## src/hw/ac_pkg.sv

```systemverilog
package ac_pkg;

  localparam int ac_cord_width_c = 4;
  localparam int ac_len_width_c  = 4;
  localparam int ac_data_width_c = 32;

  // Flit kinds carried on both the request and the response network
  typedef enum logic [1:0]
  {
    e_op_start  = 2'b00
    , e_op_data   = 2'b01
    , e_op_result = 2'b10
    , e_op_rsvd   = 2'b11
  } ac_opcode_e;

  typedef enum logic
  {
    e_func_add = 1'b0
    , e_func_xor = 1'b1
  } ac_func_e;

  // Configuration view of a START payload
  typedef struct packed
  {
    ac_func_e                                    func;
    logic [ac_len_width_c-1:0]                   len;
    logic [ac_data_width_c-ac_len_width_c-2:0]   rsvd;
  } ac_cfg_s;

  // START reads the word as a configuration, DATA and RESULT as an operand
  typedef union packed
  {
    ac_cfg_s                    cfg;
    logic [ac_data_width_c-1:0] data;
  } ac_payload_u;

  typedef struct packed
  {
    logic [ac_cord_width_c-1:0] dest_y;
    ac_opcode_e                 opcode;
    ac_payload_u                payload;
  } ac_flit_s;

  // Ready always runs the other way as its own wire
  typedef struct packed
  {
    logic     valid;
    ac_flit_s flit;
  } ac_link_s;

  typedef enum logic [1:0]
  {
    e_st_idle      = 2'b00
    , e_st_collect = 2'b01
    , e_st_reply   = 2'b10
  } ac_tile_state_e;

endpackage

```

## src/hw/ac_beat_counter.sv

```systemverilog
module ac_beat_counter
  import ac_pkg::*;
  (input                          core_clk_i
   , input                        rst_n_i

   , input                        load_i
   , input [ac_len_width_c-1:0]   len_i
   , input                        dec_i

   , output logic                 last_o
   , output logic                 zero_o
   );

  logic [ac_len_width_c-1:0] count_q;

  always_ff @(posedge core_clk_i or negedge rst_n_i)
    begin
      if (!rst_n_i)
        count_q <= '0;
      else if (load_i)
        count_q <= len_i;
      else if (dec_i)
        count_q <= count_q - 1'b1;
    end

  assign last_o = (count_q == ac_len_width_c'(1));

  // Seen on the load itself so the FSM can skip COLLECT
  assign zero_o = load_i && (len_i == '0);

endmodule

```

## src/hw/ac_complex.sv

```systemverilog
module ac_complex
  import ac_pkg::*;
  #(parameter int ac_y_dim_p = 4)
  (input                core_clk_i
   , input              rst_n_i

   , input  ac_link_s   req_i
   , output logic       req_ready_o

   , output ac_link_s   resp_o
   , input              resp_ready_i
   );

  // Index j is the north side of row j, index j+1 its south side
  ac_link_s [ac_y_dim_p:0]   req_link;
  logic     [ac_y_dim_p:0]   req_ready;
  ac_link_s [ac_y_dim_p:0]   resp_link;
  logic     [ac_y_dim_p:0]   resp_ready;

  ac_link_s [ac_y_dim_p-1:0] req_local;
  logic     [ac_y_dim_p-1:0] req_local_ready;
  ac_link_s [ac_y_dim_p-1:0] resp_local;
  logic     [ac_y_dim_p-1:0] resp_local_ready;

  assign req_link[0]   = req_i;
  assign req_ready_o   = req_ready[0];
  assign resp_o        = resp_link[0];
  assign resp_ready[0] = resp_ready_i;

  // South end of the column: sink stray requests, no responses come up
  assign req_ready[ac_y_dim_p] = 1'b1;
  assign resp_link[ac_y_dim_p] = '0;

  for (genvar j = 0; j < ac_y_dim_p; j++)
    begin : y
      ac_link_router #(.my_y_p(j)) router
        (.core_clk_i(core_clk_i)
         ,.rst_n_i(rst_n_i)
         ,.req_n_i(req_link[j])
         ,.req_n_ready_o(req_ready[j])
         ,.req_s_o(req_link[j+1])
         ,.req_s_ready_i(req_ready[j+1])
         ,.req_local_o(req_local[j])
         ,.req_local_ready_i(req_local_ready[j])
         ,.resp_local_i(resp_local[j])
         ,.resp_local_ready_o(resp_local_ready[j])
         ,.resp_s_i(resp_link[j+1])
         ,.resp_s_ready_o(resp_ready[j+1])
         ,.resp_n_o(resp_link[j])
         ,.resp_n_ready_i(resp_ready[j])
         );

      ac_tile_node #(.my_y_p(j)) tile
        (.core_clk_i(core_clk_i)
         ,.rst_n_i(rst_n_i)
         ,.req_i(req_local[j])
         ,.req_ready_o(req_local_ready[j])
         ,.resp_o(resp_local[j])
         ,.resp_ready_i(resp_local_ready[j])
         );
    end

endmodule

```

## src/hw/ac_link_router.sv

```systemverilog
module ac_link_router
  import ac_pkg::*;
  #(parameter int my_y_p = 0)
  (input                core_clk_i
   , input              rst_n_i

   , input  ac_link_s   req_n_i
   , output logic       req_n_ready_o

   , output ac_link_s   req_s_o
   , input              req_s_ready_i

   , output ac_link_s   req_local_o
   , input              req_local_ready_i

   , input  ac_link_s   resp_local_i
   , output logic       resp_local_ready_o

   , input  ac_link_s   resp_s_i
   , output logic       resp_s_ready_o

   , output ac_link_s   resp_n_o
   , input              resp_n_ready_i
   );

  logic     req_local_v_q, req_s_v_q, resp_n_v_q;
  ac_flit_s req_local_flit_q, req_s_flit_q, resp_n_flit_q;
  logic     to_local, local_free, south_free;
  logic     req_take, local_load, south_load;
  logic     resp_free, grant_local, grant_south, resp_load;
  logic     rr_south_q;

  // Request side: one output register per direction
  assign to_local   = (req_n_i.flit.dest_y == ac_cord_width_c'(my_y_p));
  assign local_free = !req_local_v_q || req_local_ready_i;
  assign south_free = !req_s_v_q || req_s_ready_i;

  assign req_n_ready_o = to_local ? local_free : south_free;
  assign req_take      = req_n_i.valid && req_n_ready_o;
  assign local_load    = req_take && to_local;
  assign south_load    = req_take && !to_local;

  // Response side: the pointer names the input that wins a tie
  assign resp_free   = !resp_n_v_q || resp_n_ready_i;
  assign grant_local = resp_local_i.valid && (!resp_s_i.valid || !rr_south_q);
  assign grant_south = resp_s_i.valid && (!resp_local_i.valid || rr_south_q);

  assign resp_local_ready_o = resp_free && grant_local;
  assign resp_s_ready_o     = resp_free && grant_south;
  assign resp_load          = resp_local_ready_o || resp_s_ready_o;

  always_ff @(posedge core_clk_i or negedge rst_n_i)
    begin
      if (!rst_n_i)
        begin
          req_local_v_q <= 1'b0;
          req_s_v_q     <= 1'b0;
          resp_n_v_q    <= 1'b0;
          rr_south_q    <= 1'b0;
        end
      else
        begin
          if (local_load)
            req_local_v_q <= 1'b1;
          else if (req_local_ready_i)
            req_local_v_q <= 1'b0;

          if (south_load)
            req_s_v_q <= 1'b1;
          else if (req_s_ready_i)
            req_s_v_q <= 1'b0;

          if (resp_load)
            resp_n_v_q <= 1'b1;
          else if (resp_n_ready_i)
            resp_n_v_q <= 1'b0;

          if (resp_local_ready_o)
            rr_south_q <= 1'b1;
          else if (resp_s_ready_o)
            rr_south_q <= 1'b0;
        end
    end

  always_ff @(posedge core_clk_i)
    begin
      if (local_load)
        req_local_flit_q <= req_n_i.flit;
      if (south_load)
        req_s_flit_q <= req_n_i.flit;
      if (resp_load)
        resp_n_flit_q <= grant_local ? resp_local_i.flit : resp_s_i.flit;
    end

  assign req_local_o = '{valid: req_local_v_q, flit: req_local_flit_q};
  assign req_s_o     = '{valid: req_s_v_q, flit: req_s_flit_q};
  assign resp_n_o    = '{valid: resp_n_v_q, flit: resp_n_flit_q};

endmodule

```

## src/hw/ac_tile_ctrl.sv

```systemverilog
module ac_tile_ctrl
  import ac_pkg::*;
  (input                      core_clk_i
   , input                    rst_n_i

   , input                    req_valid_i
   , input  ac_opcode_e       req_opcode_i
   , input                    req_ready_i
   , input                    beat_last_i
   , input                    len_zero_i
   , input                    resp_ready_i

   , output ac_tile_state_e   state_o
   , output logic             cfg_load_o
   , output logic             beat_take_o
   , output logic             resp_valid_o
   );

  ac_tile_state_e state_q, state_n;
  logic           req_fire;

  assign req_fire = req_valid_i && req_ready_i;

  always_comb
    begin
      state_n     = state_q;
      cfg_load_o  = 1'b0;
      beat_take_o = 1'b0;
      case (state_q)
        e_st_idle:
          begin
            // Anything other than START is swallowed here
            if (req_fire && (req_opcode_i == e_op_start))
              begin
                cfg_load_o = 1'b1;
                state_n    = len_zero_i ? e_st_reply : e_st_collect;
              end
          end
        e_st_collect:
          begin
            // Every delivered flit counts as an operand, opcode is not checked
            beat_take_o = req_fire;
            if (req_fire && beat_last_i)
              state_n = e_st_reply;
          end
        e_st_reply:
          begin
            if (resp_ready_i)
              state_n = e_st_idle;
          end
        default:
          state_n = e_st_idle;
      endcase
    end

  always_ff @(posedge core_clk_i or negedge rst_n_i)
    begin
      if (!rst_n_i)
        state_q <= e_st_idle;
      else
        state_q <= state_n;
    end

  assign state_o      = state_q;
  assign resp_valid_o = (state_q == e_st_reply);

endmodule

```

## src/hw/ac_tile_datapath.sv

```systemverilog
module ac_tile_datapath
  import ac_pkg::*;
  #(parameter int my_y_p = 0)
  (input                  core_clk_i
   , input                rst_n_i

   , input                cfg_load_i
   , input                beat_take_i
   , input  ac_payload_u  payload_i

   , output ac_flit_s     resp_flit_o
   );

  ac_func_e                   func_q;
  logic [ac_data_width_c-1:0] acc_q;
  logic [ac_data_width_c-1:0] acc_next;

  // Sum wraps at 32 bits
  always_comb
    begin
      if (func_q == e_func_add)
        acc_next = acc_q + payload_i.data;
      else
        acc_next = acc_q ^ payload_i.data;
    end

  always_ff @(posedge core_clk_i or negedge rst_n_i)
    begin
      if (!rst_n_i)
        begin
          func_q <= e_func_add;
          acc_q  <= '0;
        end
      else if (cfg_load_i)
        begin
          func_q <= payload_i.cfg.func;
          acc_q  <= '0;
        end
      else if (beat_take_i)
        begin
          acc_q <= acc_next;
        end
    end

  // Result carries the source row, not a destination
  always_comb
    begin
      resp_flit_o.dest_y       = ac_cord_width_c'(my_y_p);
      resp_flit_o.opcode       = e_op_result;
      resp_flit_o.payload.data = acc_q;
    end

endmodule

```

## src/hw/ac_tile_node.sv

```systemverilog
module ac_tile_node
  import ac_pkg::*;
  #(parameter int my_y_p = 0)
  (input                core_clk_i
   , input              rst_n_i

   , input  ac_link_s   req_i
   , output logic       req_ready_o

   , output ac_link_s   resp_o
   , input              resp_ready_i
   );

  ac_tile_state_e state;
  logic           cfg_load, beat_take, beat_last, len_zero, resp_valid;
  ac_flit_s       resp_flit;

  // No new requests while a result waits to leave
  assign req_ready_o = (state != e_st_reply);

  ac_tile_ctrl ctrl
    (.core_clk_i(core_clk_i)
     ,.rst_n_i(rst_n_i)
     ,.req_valid_i(req_i.valid)
     ,.req_opcode_i(req_i.flit.opcode)
     ,.req_ready_i(req_ready_o)
     ,.beat_last_i(beat_last)
     ,.len_zero_i(len_zero)
     ,.resp_ready_i(resp_ready_i)
     ,.state_o(state)
     ,.cfg_load_o(cfg_load)
     ,.beat_take_o(beat_take)
     ,.resp_valid_o(resp_valid)
     );

  ac_beat_counter counter
    (.core_clk_i(core_clk_i)
     ,.rst_n_i(rst_n_i)
     ,.load_i(cfg_load)
     ,.len_i(req_i.flit.payload.cfg.len)
     ,.dec_i(beat_take)
     ,.last_o(beat_last)
     ,.zero_o(len_zero)
     );

  ac_tile_datapath #(.my_y_p(my_y_p)) datapath
    (.core_clk_i(core_clk_i)
     ,.rst_n_i(rst_n_i)
     ,.cfg_load_i(cfg_load)
     ,.beat_take_i(beat_take)
     ,.payload_i(req_i.flit.payload)
     ,.resp_flit_o(resp_flit)
     );

  assign resp_o = '{valid: resp_valid, flit: resp_flit};

endmodule

```

## config.mk

```make
export PLATFORM = sky130hd
export DESIGN_NAME = ac_complex
export DESIGN_NICKNAME = d
export VERILOG_FILES = /design/src/hw/ac_pkg.sv /design/src/hw/ac_beat_counter.sv /design/src/hw/ac_complex.sv /design/src/hw/ac_link_router.sv /design/src/hw/ac_tile_ctrl.sv /design/src/hw/ac_tile_datapath.sv /design/src/hw/ac_tile_node.sv
export SDC_FILE = /design/constraint.sdc
export NUM_CORES = 1
export LEC_CHECK = 0
export ABC_AREA = 0
export BUFFER_PORTS_ARGS = -buffer_cell sky130_fd_sc_hd__buf_2
export CORE_AREA = 2 2 332 334
export CTS_BUF_LIST = sky130_fd_sc_hd__clkbuf_2
export CTS_CLUSTER_DIAMETER = 50
export DETAILED_ROUTE_END_ITERATION = 16
export DIE_AREA = 0 0 334 336
export PLACE_DENSITY = 0.48
export RECOVER_POWER = 50
export SKIP_CTS_REPAIR_TIMING = 1
export SLEW_MARGIN = 15
export SYNTH_ARGS = -nofsm -noshare
export SYNTH_HDL_FRONTEND = slang
export SYNTH_SLANG_ARGS = --single-unit
```

## constraint.sdc

```tcl
create_clock -name core_clk_i -period 3.5 [get_ports core_clk_i]
set_input_delay 0.35 -clock core_clk_i [delete_from_list [all_inputs] [get_ports core_clk_i]]
set_output_delay 0.35 -clock core_clk_i [all_outputs]
set_load 0.01 [all_outputs]
```

Word-level counts from Yosys, hierarchy flattened
Index checks and enable logic that the tools add are counted.
{"block": "word_totals", "word_cells": 302, "latch_bits": 0, "ramBits": 0, "inputBits": 42, "out_inout_bits": 40, "rom_bits": 0, "reg_bits": 564, "n_memories": 0}
{"block": "op_classes", "n_lt_le_gt_ge": 0, "bitwise": 4, "addsub": 8, "n_mux": 85, "div": 0, "reduce_logical": 115, "eq_ne": 31, "mul": 0, "shift": 0}
{"operator": "$mux 32", "count": 15}
{"operator": "$add 32x32->32", "count": 4}
{"operator": "$xor 32x32->32", "count": 4}
{"operator": "$mux 1", "count": 41}
{"operator": "$logic_and 1x1->1", "count": 40}
{"operator": "$mux 36", "count": 1}
{"operator": "$reduce_bool 2->1", "count": 18}
{"operator": "$mux 2", "count": 16}
{"operator": "$mux 4", "count": 8}
{"operator": "$ne 2x2->1 const B", "count": 16}
{"operator": "$pmux 2 s3", "count": 4}
{"operator": "$eq 4x1->1 const B", "count": 5}
{"operator": "$logic_not 1->1", "count": 20}
{"operator": "$logic_not 4->1", "count": 5}
{"operator": "$logic_or 1x1->1", "count": 20}
{"operator": "$logic_not 2->1", "count": 8}
{"operator": "$sub 4x1->4 const B", "count": 4}
{"operator": "$reduce_and 3->1", "count": 4}
{"operator": "$eq 2x1->1 const B", "count": 4}
{"operator": "$eq 2x2->1 const B", "count": 4}
{"operator": "$eq 4x2->1 const B", "count": 2}

Longest topological paths before layout
Gate-level depths: netlist (run 1).
{"block": "logic_depth", "word_depth": 13, "mapped_depth": 13, "mapped_depth_nobuf": 13}

Hierarchy
From an unflattened synthesis (run 1), not the netlist that was laid out.
{"block": "hier_totals", "cells_unflattened": 2644, "area_unflattened_um2": 31946.9}
{"mod": "ac_tile_datapath at y[1].tile.datapath ...", "seq_area_each_um2": 825.8, "cells_per_inst": 439, "n_inst": 3, "area_per_inst_um2": 3408.3}
{"mod": "ac_link_router at y[1].router ...", "seq_area_each_um2": 3523.4, "cells_per_inst": 184, "n_inst": 2, "area_per_inst_um2": 4186.5}
{"mod": "ac_link_router at y[3].router", "seq_area_each_um2": 3523.4, "cells_per_inst": 184, "n_inst": 1, "area_per_inst_um2": 4176.5}
{"mod": "ac_link_router at y[0].router", "seq_area_each_um2": 3523.4, "cells_per_inst": 184, "n_inst": 1, "area_per_inst_um2": 4175.3}
{"mod": "ac_tile_datapath at y[0].tile.datapath", "seq_area_each_um2": 825.8, "cells_per_inst": 433, "n_inst": 1, "area_per_inst_um2": 3448.3}
{"mod": "ac_beat_counter", "seq_area_each_um2": 100.1, "cells_per_inst": 23, "n_inst": 4, "area_per_inst_um2": 254.0}
{"mod": "ac_tile_ctrl", "seq_area_each_um2": 50.0, "cells_per_inst": 14, "n_inst": 4, "area_per_inst_um2": 117.6}
{"mod": "ac_tile_node", "seq_area_each_um2": 0.0, "cells_per_inst": 2, "n_inst": 4, "area_per_inst_um2": 13.8}
{"mod": "ac_complex", "seq_area_each_um2": 0.0, "cells_per_inst": 2, "n_inst": 1, "area_per_inst_um2": 7.5}

Worst setup path after synthesis (run 1)
OpenSTA, ideal clock, no wires.
{"block": "synth_path", "path_type": "register -> register", "from": "reg y[0].router.resp_n_v_q", "to": "reg y[2].router.resp_n_flit_q (netlist bit y[2].router.resp_n_o[0]), enable pin", "path_slack_ns": 0.244, "stages_incl_launch_ff": 6, "setup_ns": 0.437, "arrival_time_ns": 2.820, "path_buffers": 0, "cell_sequence": "dfrtp_1 nor2b_1 o21ai_0 nand2_1 and2_1 a21oi_1"}
{"block": "synth_via", "elab_chain_cells": 8, "word_cells_on_any_way": 9, "classes_between": "9 x reduce/logical"}
{"element": "from (decl)", "line_no": "ac_link_router.sv:26", "source": "logic req_local_v_q, req_s_v_q, resp_n_v_q;"}
{"element": "from (signal assigned)", "line_no": "ac_link_router.sv:58", "source": "resp_n_v_q <= 1'b0;"}
{"element": "from (signal assigned)", "line_no": "ac_link_router.sv:74", "source": "resp_n_v_q <= 1'b1;"}
{"element": "from (signal assigned)", "line_no": "ac_link_router.sv:76", "source": "resp_n_v_q <= 1'b0;"}
{"element": "$logic_not 1->1 *", "line_no": "ac_link_router.sv:44", "source": "assign resp_free = !resp_n_v_q || resp_n_ready_i;"}
{"element": "$logic_or 1x1->1 *", "line_no": "ac_link_router.sv:44"}
{"element": "$logic_and 1x1->1 *", "line_no": "ac_link_router.sv:49", "source": "assign resp_s_ready_o = resp_free && grant_south;"}
{"element": "$logic_or 1x1->1 *", "line_no": "ac_link_router.sv:44"}
{"element": "$logic_and 1x1->1 *", "line_no": "ac_link_router.sv:49"}
{"element": "$logic_or 1x1->1 *", "line_no": "ac_link_router.sv:44"}
{"element": "$logic_and 1x1->1, on equally long branches", "line_no": "ac_link_router.sv:48, ac_link_router.sv:49"}
{"element": "$logic_or 1x1->1 *", "line_no": "ac_link_router.sv:50", "source": "assign resp_load = resp_local_ready_o || resp_s_ready_o;"}
{"element": "via y[2].router.resp_load", "line_no": "ac_link_router.sv:30", "source": "logic resp_free, grant_local, grant_south, resp_load;"}
{"element": "to (signal assigned)", "line_no": "ac_link_router.sv:92", "source": "resp_n_flit_q <= grant_local ? resp_local_i.flit : resp_s_i.flit;"}
{"element": "to (decl)", "line_no": "ac_link_router.sv:27", "source": "ac_flit_s req_local_flit_q, req_s_flit_q, resp_n_flit_q;"}
The timed path passes the listed nets; every way through them passes the cells marked *.
A chain may end at the register's enable or synchronous reset.

Final worst setup path (run 1)
{"block": "layout_path", "from": "reg y[2].router.req_s_flit_q (netlist bit y[2].router.req_s_o[37])", "to": "out req_ready_o"}
{"block": "layout_via", "elab_chain_cells": 8}
{"element": "from (decl)", "line_no": "ac_link_router.sv:27"}
{"element": "from (signal assigned)", "line_no": "ac_link_router.sv:90", "source": "req_s_flit_q <= req_n_i.flit;"}
{"element": "$eq 4x2->1", "line_no": "ac_link_router.sv:34", "source": "assign to_local = (req_n_i.flit.dest_y == ac_cord_width_c'(my_y_p));"}
{"element": "$mux 1", "line_no": "ac_link_router.sv:38", "source": "assign req_n_ready_o = to_local ? local_free : south_free;"}
{"element": "$logic_or 1x1->1", "line_no": "ac_link_router.sv:36", "source": "assign south_free = !req_s_v_q || req_s_ready_i;"}
{"element": "$mux 1", "line_no": "ac_link_router.sv:38"}
{"element": "$logic_or 1x1->1", "line_no": "ac_link_router.sv:36"}
{"element": "$mux 1", "line_no": "ac_link_router.sv:38"}
{"element": "$logic_or 1x1->1", "line_no": "ac_link_router.sv:36"}
{"element": "$mux 1", "line_no": "ac_link_router.sv:38"}
{"element": "to (decl)", "line_no": "ac_complex.sv:8", "source": ", output logic req_ready_o"}
Every way passes these cells.

==> results of run 1 <==
## final cells by class
class | count | area share, %
Antenna cell | 4 | 0.0319
Clock buffer | 246 | 3.93
Clock inverter | 36 | 0.766
Inverter | 67 | 0.802
Multi-Input combinational cell | 1571 | 33.3
Sequential cell | 557 | 50.6
Tap cell | 1414 | 5.64
Timing Repair Buffer | 209 | 4.95
## synthesized netlist by cell type (5+ instances only)
cell type / number
sky130_fd_sc_hd__nand3_1: 52
sky130_fd_sc_hd__buf_4: 39
sky130_fd_sc_hd__and2_1: 46
sky130_fd_sc_hd__nand2b_1: 23
sky130_fd_sc_hd__buf_1: 10
sky130_fd_sc_hd__nor4_1: 7
sky130_fd_sc_hd__a211oi_1: 13
sky130_fd_sc_hd__inv_1: 67
sky130_fd_sc_hd__nor2_1: 130
sky130_fd_sc_hd__o21bai_1: 21
sky130_fd_sc_hd__nand3b_1: 6
sky130_fd_sc_hd__xnor2_1: 92
sky130_fd_sc_hd__or3_1: 9
sky130_fd_sc_hd__a21o_1: 69
sky130_fd_sc_hd__dfrtp_1: 170
sky130_fd_sc_hd__mux2_2: 62
sky130_fd_sc_hd__nor3_1: 34
sky130_fd_sc_hd__a221o_1: 7
sky130_fd_sc_hd__clkbuf_1: 78
sky130_fd_sc_hd__o21ai_0: 140
sky130_fd_sc_hd__mux2i_1: 5
sky130_fd_sc_hd__xor2_1: 20
sky130_fd_sc_hd__nand2_1: 300
sky130_fd_sc_hd__and3_1: 12
sky130_fd_sc_hd__a31oi_1: 17
sky130_fd_sc_hd__ha_1: 132
sky130_fd_sc_hd__nor2b_1: 24
sky130_fd_sc_hd__o22ai_1: 46
sky130_fd_sc_hd__a32oi_1: 5
sky130_fd_sc_hd__o21a_1: 19
sky130_fd_sc_hd__nand4_1: 10
sky130_fd_sc_hd__or2_2: 10
sky130_fd_sc_hd__edfxtp_1: 387
sky130_fd_sc_hd__o21ai_1: 7
sky130_fd_sc_hd__a21oi_1: 134
sky130_fd_sc_hd__o211ai_1: 20
## sequential cells by signal (all words and copies together), names as in the netlist
register and cells:
y.router.resp_n_v_q 4, y.router.req_s_o 114, y.router.req_local_v_q 4, y.router.rr_south_q 3, y.tile.ctrl.state_o 8, y.tile.counter.count_q 16, y.router.req_s_v_q 3, y.tile.datapath.func_q 4
y.tile.datapath.acc_q 128, y.router.resp_n_o 137, y.router.req_local_o 136
## how the worst max path moves through the flow
stage | from | to | cells past startpoint
2_1_floorplan | y[0].router.resp_n_v_q | y[2].router.resp_n_o[0] | 5
3_3_place_gp | y[1].router.req_local_o[1] | y[1].tile.datapath.acc_q[29] | 11
3_5_place_dp | y[1].router.req_local_o[1] | y[1].tile.datapath.acc_q[29] | 11
4_1_cts | y[2].router.req_s_o[37] | req_ready_o | 10
5_1_grt | y[3].tile.ctrl.state_o[0] | req_ready_o | 11
6_report | y[2].router.req_s_o[37] | req_ready_o | 10
## layer usage
layer / global-route usage [%] / wire length [µm] / vias up
met5: 0 / 0 / -
met4: 4.33 / 1290 / 0
met3: 2.45 / 3000 / 85
met2: 20.3 / 33500 / 390
met1: 17.4 / 34500 / 8949
li1: - / - / 9039
## power groups by stage
| stage | combinational, mW | clock [mW] | sequential [mW] |
|---|---|---|---|
| final | 3.54 | 4.92 | 8.65 |
| after global routing | 3.96 | 5.48 | 8.76 |
| after CTS | 3.52 | 5.16 | 8.68 |
| after detailed placement | 3.50 | 0 | 8.82 |
| after global placement | 3.51 | 0 | 8.81 |
| after floorplan | 2.63 | 0 | 8.58 |
## critical path: cells and delay by family (launching register included)
| kind | cells | cell delay, ns |
|---|---|---|
| flip-flops | 1 | 0.39 |
| AO/OA/AOI/OAI | 3 | 0.39 |
| AND/OR/NAND/NOR | 6 | 0.83 |
| buffers and inverters | 1 | 0.17 |
## cell usage in the layout (no fill, tap or decap), drive strengths merged, types with 6 or more instances in the layout
cell type	count
nand2	300
and2	48
xor2	20
nand2b	23
edfxtp	387
clkbuf	264
clkinvlp	7
nand3b	6
dfrtp	170
a21oi	134
or3	9
a221o	7
nand4	10
dlygate4sd3	81
o21a	19
ha	132
nor3	34
clkinv	25
a211oi	15
nand3	52
nor2b	24
nor2	130
o22ai	46
o21bai	21
mux2	62
o21ai	150
xnor2	92
nor4	7
or2	10
and3	13
inv	69
a21o	69
buf	110
a21boi	6
a31oi	18
o211ai	20
## cell families (layout without fill, tap and decap cells)
group	count (synthesis)	in the layout	share of synthesized area, %
AND/OR/NAND/NOR	688	688	11.8
AO/OA/AOI/OAI	565	565	13.5
flip-flops	557	557	58.7
buffers and inverters	194	558	3.23
adder cells (fa/ha/maj)	136	136	6.40
XOR/XNOR	112	112	3.63
multiplexers	67	67	2.77
other	1	7	0.0139
## metrics by stage
step	hold WS (ns)	total power, mW	setup WS [ns]
after global routing	0.172	18.2	-0.265
after floorplan	0.0544	11.2	0.244
after detailed placement	0.409	12.3	0.239
after CTS	-1.06	17.4	-0.502
after global placement	0.404	12.3	0.281
final	0.310	17.1	0.0831
==> results.txt, run 1 <==
----------------------------------------------------
[Clocking]
  Number of buffers inserted during clock tree synthesis ... 151
  Buffer cell driving the clock tree root ... sky130_fd_sc_hd__clkbuf_2
  CTS clk-pin slew, worst paths ... 0.10 ns
  Number of levels the H-tree was split into ... 4
  CTS tree ... yes
  Num Clock Sinks ... 557
  Worst skew pair latency ... 1.35 ns
  Longest Clk Path Bufs ... 3

[Setup path]
  WP data required ... 3.15 ns
  Chain of cells forming the critical path ... nor2_2, nand4_1, or2_4, o21ai_4, nand2_2, o21ai_2, nand2_1, nor2_1, a31oi_1, buf_2
  Sort of element at the start of the critical path ... register
  Register-to-register setup slack ... 0.16 ns
  Delay contributed by the slowest stage of the critical path ... 0.39 ns
  Cell type of the slowest stage on the worst timing path ... sky130_fd_sc_hd__edfxtp_1
  Worst R2R Path Depth ... 11
  Data arrival time of the critical path ... 3.07 ns
  Destination of the worst register-to-register timing path ... y[0].tile.datapath.acc_q[31]
  Origin of the critical flop-to-flop path ... y[0].tile.datapath.acc_q[2]
  Worst setup path category ... reg -> out
  Crit path max fanout ... 3
  Category of the worst setup path capture point ... output pin

[Power]
  Switching part of the total ... 32.3%
  Leak ... 12.9 nW
  IR Drop Worst-Case VDD ... 241 µV
  Switching power ... 5.54 mW
  Part of the power in the clock network ... 28.8%
  Sequential power share ... 50.6%
  Power per cell area ... 546 nW/µm²
  Gate power share ... 20.7%
  Total internal power ... 11.6 mW

[Min path]
  Hold Startpoint ... req_i[36]
  Count of cells along the worst hold path ... 3
  Capture endpoint of the worst hold path ... y[0].router.req_s_o[36]
  Path category of the worst min-delay check ... in -> reg

[Global routing]
  Global route total overflow ... 0
  Wire length of the first global-routing pass ... 109000 µm
  GRT Resource Usage Total ... 12.8%
  Largest net degree at the start of global routing ... 75
  Number of global-route vias before repair ... 18100
  Initial antenna violation count ... 4

[Floorplan]
  Full die area ... 112000 µm²
  Initial cell density of the core ... 25.0%
  Area of the core ... 108000 µm²
  Floorplan row count ... 121
  Die Ht ... 336 µm
  Horizontal extent of the die ... 334 µm
  # IOs ... 82

[Detailed routing]
  Number of routed nets with antenna violations ... 0
  Remaining DRCs ... 0
  Total number of vias ... 18500
  Total wirelength of the detailed-routed design ... 72300 µm
  Detailed Route Iter0 Violations ... 1412
  Vias per cell ... 4.50
  Detailed-route wire length per cell ... 17.6 µm
  Number of iterations in the first detailed-routing pass ... 7

[Timing]
  Maximum frequency from static timing analysis ... 0.293 GHz
  Worst max-slew margin expressed relative to the limit ... -93.4%
  Share of the clock period used by the worst path after layout ... 97.6%
  Unrepaired setup endpoints after global routing ... yes
  Worst Max-Slew Pin Slew ... 2.90 ns
  Min Tclk post-route ... 3.42 ns
  Skew final ... 0.101 ns
  Setup total negative slack ... 0 ns
  Number of pins exceeding their max-slew limit in the final report ... 114
  Number of hold violations in the final report ... 0
  Setup violations, final ... 0

[Logic synthesis]
  Synthesized area divided by synthesized cell count ... 11.7 µm²
  Proportion of register bits with asynchronous set or reset after synthesis ... 30.5%
  Part of the Yosys area used for sequential elements ... 58.7%
  Synthesized cell area ... 27100 µm²
  Synth unique cells ... 86
  Area share of the largest cell type after synthesis ... 43.0%
  Syn. warnings ... 0
  Number of synthesized flops with an enable pin ... 387
  Mapped Cells ... 2320
  Top area cells in the synthesized netlist ... sky130_fd_sc_hd__edfxtp_1 (43%), sky130_fd_sc_hd__dfrtp_1 (16%), sky130_fd_sc_hd__ha_1 (6.1%)
  Main synth FF type ... sky130_fd_sc_hd__edfxtp_1
  Seq cells post-synth ... 557
  Cell taking the most area after synthesis ... sky130_fd_sc_hd__edfxtp_1

[Placement]
  Dpl cell area ... 29000 µm²
  PortBufs ... 78
  Last weighted congestion value of the routability-driven placer ... 0.834
  Sum of net half-perimeters after detailed placement ... 50300 µm
  Instance count after placement with tap cells included ... 3734

[Flow run]
  Reported max-cap violation count ... 2

[Finish]
  Core utilization of the finished layout ... 28.9%
  Fill cells ... 11400
  Share of cells above drive strength 1 ... 18.5%
  Multi-input gate area ... 10400 µm²
  Net total in the final layout ... 2735
  FF/Latch Area ... 15900 µm²
  Post-route design area ... 31400 µm²
  Final Instance Count excl. Fillers ... 4104
  Post-synthesis to final-layout area growth ... 15.9%

[Run status]
  Status ... complete, but fails checks
  Violations in the final reports ... max-capacitance violations, max-slew violations

----------------------------------------------------
Power figures use the tool's default switching activity.
==> inputs of run 2 (changes only) <==
--- a/config.mk
+++ b/config.mk
@@ -7,12 +7,14 @@
 export LEC_CHECK = 0
 export ABC_AREA = 0
 export BUFFER_PORTS_ARGS = -buffer_cell sky130_fd_sc_hd__buf_2
+export CELL_PAD_IN_SITES_DETAIL_PLACEMENT = 0
+export CELL_PAD_IN_SITES_GLOBAL_PLACEMENT = 1
 export CORE_AREA = 2 2 332 334
 export CTS_BUF_LIST = sky130_fd_sc_hd__clkbuf_2
 export CTS_CLUSTER_DIAMETER = 50
 export DETAILED_ROUTE_END_ITERATION = 16
 export DIE_AREA = 0 0 334 336
-export PLACE_DENSITY = 0.48
+export PLACE_DENSITY = 0.54
 export RECOVER_POWER = 50
 export SKIP_CTS_REPAIR_TIMING = 1
 export SLEW_MARGIN = 15
==> results.txt, run 2 (synthesized netlist as in run 1, its figures left out) <==
----------------------------------------------------
[Detailed routing]
  Detailed Route Iter0 Violations ... 977 (was 1412)
  Detailed-route wire length per cell ... 17.9 µm (was 17.6 µm)
  Remaining DRCs ... 0 (unchanged)
  Total number of vias ... 18500 (about the same)
  Number of iterations in the first detailed-routing pass ... 5 (was 7)
  Total wirelength of the detailed-routed design ... 73200 µm (was 72300 µm)
  Number of routed nets with antenna violations ... 0 (unchanged)
  Vias per cell ... 4.53 (was 4.50)

[Finish]
  Post-route design area ... 31400 µm² (about the same)
  Commonest non-fill, non-tap cell in the layout ... sky130_fd_sc_hd__edfxtp_1 (unchanged)
  Post-synthesis to final-layout area growth ... 16.0% (was 15.9%)
  Leading cell types in the layout, fill and taps excluded ... sky130_fd_sc_hd__edfxtp_1 (387), sky130_fd_sc_hd__nand2_1 (296), sky130_fd_sc_hd__clkbuf_2 (194), sky130_fd_sc_hd__dfrtp_1 (169), sky130_fd_sc_hd__o21ai_0 (138) (was sky130_fd_sc_hd__edfxtp_1 (387), sky130_fd_sc_hd__nand2_1 (297), sky130_fd_sc_hd__clkbuf_2 (247), sky130_fd_sc_hd__dfrtp_1 (170), sky130_fd_sc_hd__o21ai_0 (138))
  Net total in the final layout ... 2729 (was 2735)
  Multi-input gate area ... 10500 µm² (was 10400 µm²)
  Fill cells ... 11300 (was 11400)
  Final Instance Count excl. Fillers ... 4087 (was 4104)
  FF/Latch Area ... 15900 µm² (about the same)
  Share of cells above drive strength 1 ... 17.5% (was 18.5%)
  Flip-flop count of the largest register, all copies and words added ... 137 (unchanged)

[Power]
  Power after layout ... 17.0 mW (was 17.1 mW)
  IR Drop Worst-Case VDD ... 276 µV (was 241 µV)
  Power per cell area ... 540 nW/µm² (was 546 nW/µm²)
  Leak ... 12.9 nW (about the same)

[Global routing]
  Largest net degree at the start of global routing ... 91 (was 75)
  Initial antenna violation count ... 1 (was 4)
  Wire length of the first global-routing pass ... 112000 µm (was 109000 µm)
  Number of global-route vias before repair ... 18800 (was 18100)
  GRT Resource Usage Total ... 12.9% (was 12.8%)
  Global route total overflow ... 0 (unchanged)

[Setup path]
  Data arrival time of the critical path ... 3.05 ns (was 3.07 ns)
  Worst setup path category ... reg -> out (unchanged)
  Category of the worst setup path capture point ... output pin (unchanged)
  Register-to-register setup slack ... 0.22 ns (was 0.16 ns)
  Crit path max fanout ... 4 (was 3)
  Sort of element at the start of the critical path ... register (unchanged)
  WP data required ... 3.15 ns (about the same)

[Clocking]
  Longest Clk Path Bufs ... 3 (unchanged)
  Number of buffers inserted during clock tree synthesis ... 145 (was 151)
  Worst skew pair latency ... 1.30 ns (was 1.35 ns)
  CTS clk-pin slew, worst paths ... 0.11 ns (was 0.10 ns)
  Num Clock Sinks ... 557 (unchanged)
  Number of levels the H-tree was split into ... 4 (unchanged)
  CTS tree ... yes (unchanged)
  Buffer cell driving the clock tree root ... sky130_fd_sc_hd__clkbuf_2 (unchanged)

[Placement]
  Dpl cell area ... 29000 µm² (about the same)
  Instance count after placement with tap cells included ... 3731 (was 3734)
  Last weighted congestion value of the routability-driven placer ... 0.857 (was 0.834)
  PortBufs ... 78 (unchanged)
  Sum of net half-perimeters after detailed placement ... 49400 µm (was 50300 µm)
  Place WS ... 0.164 ns (was 0.239 ns)

[Timing]
  Worst Max-Slew Pin Slew ... 1.13 ns (was 2.90 ns)
  Setup violations, final ... 0 (unchanged)
  Maximum frequency from static timing analysis ... 0.294 GHz (was 0.293 GHz)
  Number of pins exceeding their max-slew limit in the final report ... 0 (was 114)
  Skew final ... 0.0711 ns (was 0.101 ns)
  Min Tclk post-route ... 3.40 ns (was 3.42 ns)
  Setup total negative slack ... 0 ns (unchanged)
  Fin worst setup slack ... 0.0960 ns (was 0.0831 ns)
  Number of hold violations in the final report ... 0 (unchanged)
  Unrepaired setup endpoints after global routing ... yes (unchanged)
  Worst max-slew margin expressed relative to the limit ... 25.0% (was -93.4%)
  Share of the clock period used by the worst path after layout ... 97.3% (was 97.6%)

[Floorplan]
  Initial cell density of the core ... 25.0% (unchanged)
  Floorplan row count ... 121 (unchanged)
  Area of the core ... 108000 µm² (unchanged)
  Full die area ... 112000 µm² (unchanged)
  Die Ht ... 336 µm (unchanged)
  # IOs ... 82 (unchanged)
  Horizontal extent of the die ... 334 µm (unchanged)

[Run status]
  Status ... completed (was complete, but fails checks)

[Flow run]
  Reported max-cap violation count ... 0 (was 2)

[Min path]
  Path category of the worst min-delay check ... in -> reg (unchanged)

----------------------------------------------------
[run 2: cell types whose count changed in the layout (fill, tap and decap cells not counted), moves of 6 or more]
cell	change
sky130_fd_sc_hd__inv_2	+8
sky130_fd_sc_hd__clkinv_1	+31
sky130_fd_sc_hd__clkbuf_2	-53
sky130_fd_sc_hd__clkinvlp_4	-6
sky130_fd_sc_hd__buf_2	+11
sky130_fd_sc_hd__clkinv_2	+8
sky130_fd_sc_hd__clkbuf_1	-16
[run 2: area by class of cell]
class / count / share of cell area [%]
multi-input combinational: 1571 / 33.3
tap: 1414 / 5.64
sequential: 557 / 50.6
antenna: 1 / 0.00797
inverter: 67 / 0.801
clock buffer: 193 / 3.08
clock inverter: 75 / 1.30
timing repair buffer: 209 / 5.26
[run 2: worst paths after layout]
path | cells after the start | start | to
min in group asynchronous | 4 | rst_n_i | y[1].tile.datapath.acc_q[23]
max in group asynchronous | 4 | rst_n_i | y[3].tile.ctrl.state_o[0]
hold reg to reg | 0 | y[2].router.req_s_o[25] | y[3].router.req_local_o[25]
setup / recovery | 11 | y[3].tile.ctrl.state_o[0] | req_ready_o
setup reg to reg | 11 | y[1].tile.datapath.acc_q[4] | y[1].tile.datapath.acc_q[29]
hold / removal | 5 | resp_ready_i | y[0].tile.ctrl.state_o[1]
[run 2: worst max-delay path, cell delays in order, from the launching register on]
cell and delay [ns]:
sky130_fd_sc_hd__dfrtp_2 0.44, sky130_fd_sc_hd__nand2b_4 0.15, sky130_fd_sc_hd__inv_2 0.06, sky130_fd_sc_hd__nand2_2 0.06, sky130_fd_sc_hd__or2_4 0.28, sky130_fd_sc_hd__o21ai_4 0.17, sky130_fd_sc_hd__nand2_2 0.09, sky130_fd_sc_hd__o21ai_2 0.17
sky130_fd_sc_hd__nand2_2 0.10, sky130_fd_sc_hd__nor2_2 0.08, sky130_fd_sc_hd__a31oi_1 0.04, sky130_fd_sc_hd__buf_2 0.18
[run 2: metrics by stage]
step                hold slack, ns  utilization, %
floorplan                   0.0544               -
global placement             0.409            26.8
detailed placement           0.405            26.8
CTS                          -1.03            28.1
global route                0.0277            29.0
finish                       0.139            29.0
[run 2: routing by layer]
metal | up-vias | track usage, % | share of wire, %
met2 | 377 | 21.3 | 47
met1 | 9048 | 16.8 | 47
met3 | 109 | 2.49 | 3.9
met4 | 0 | 4.66 | 2.1
li1 | 8992 | - | -
met5 | - | 0 | 0
[run 2: report_power, final]
| part | switching, mW | total (mW) | internal (mW) |
|---|---|---|---|
| registers | 0.498 | 8.67 | 8.17 |
| clock network | 2.88 | 4.71 | 1.84 |
| logic | 2.17 | 3.58 | 1.41 |
| total | 5.54 | 17.0 | 11.4 |
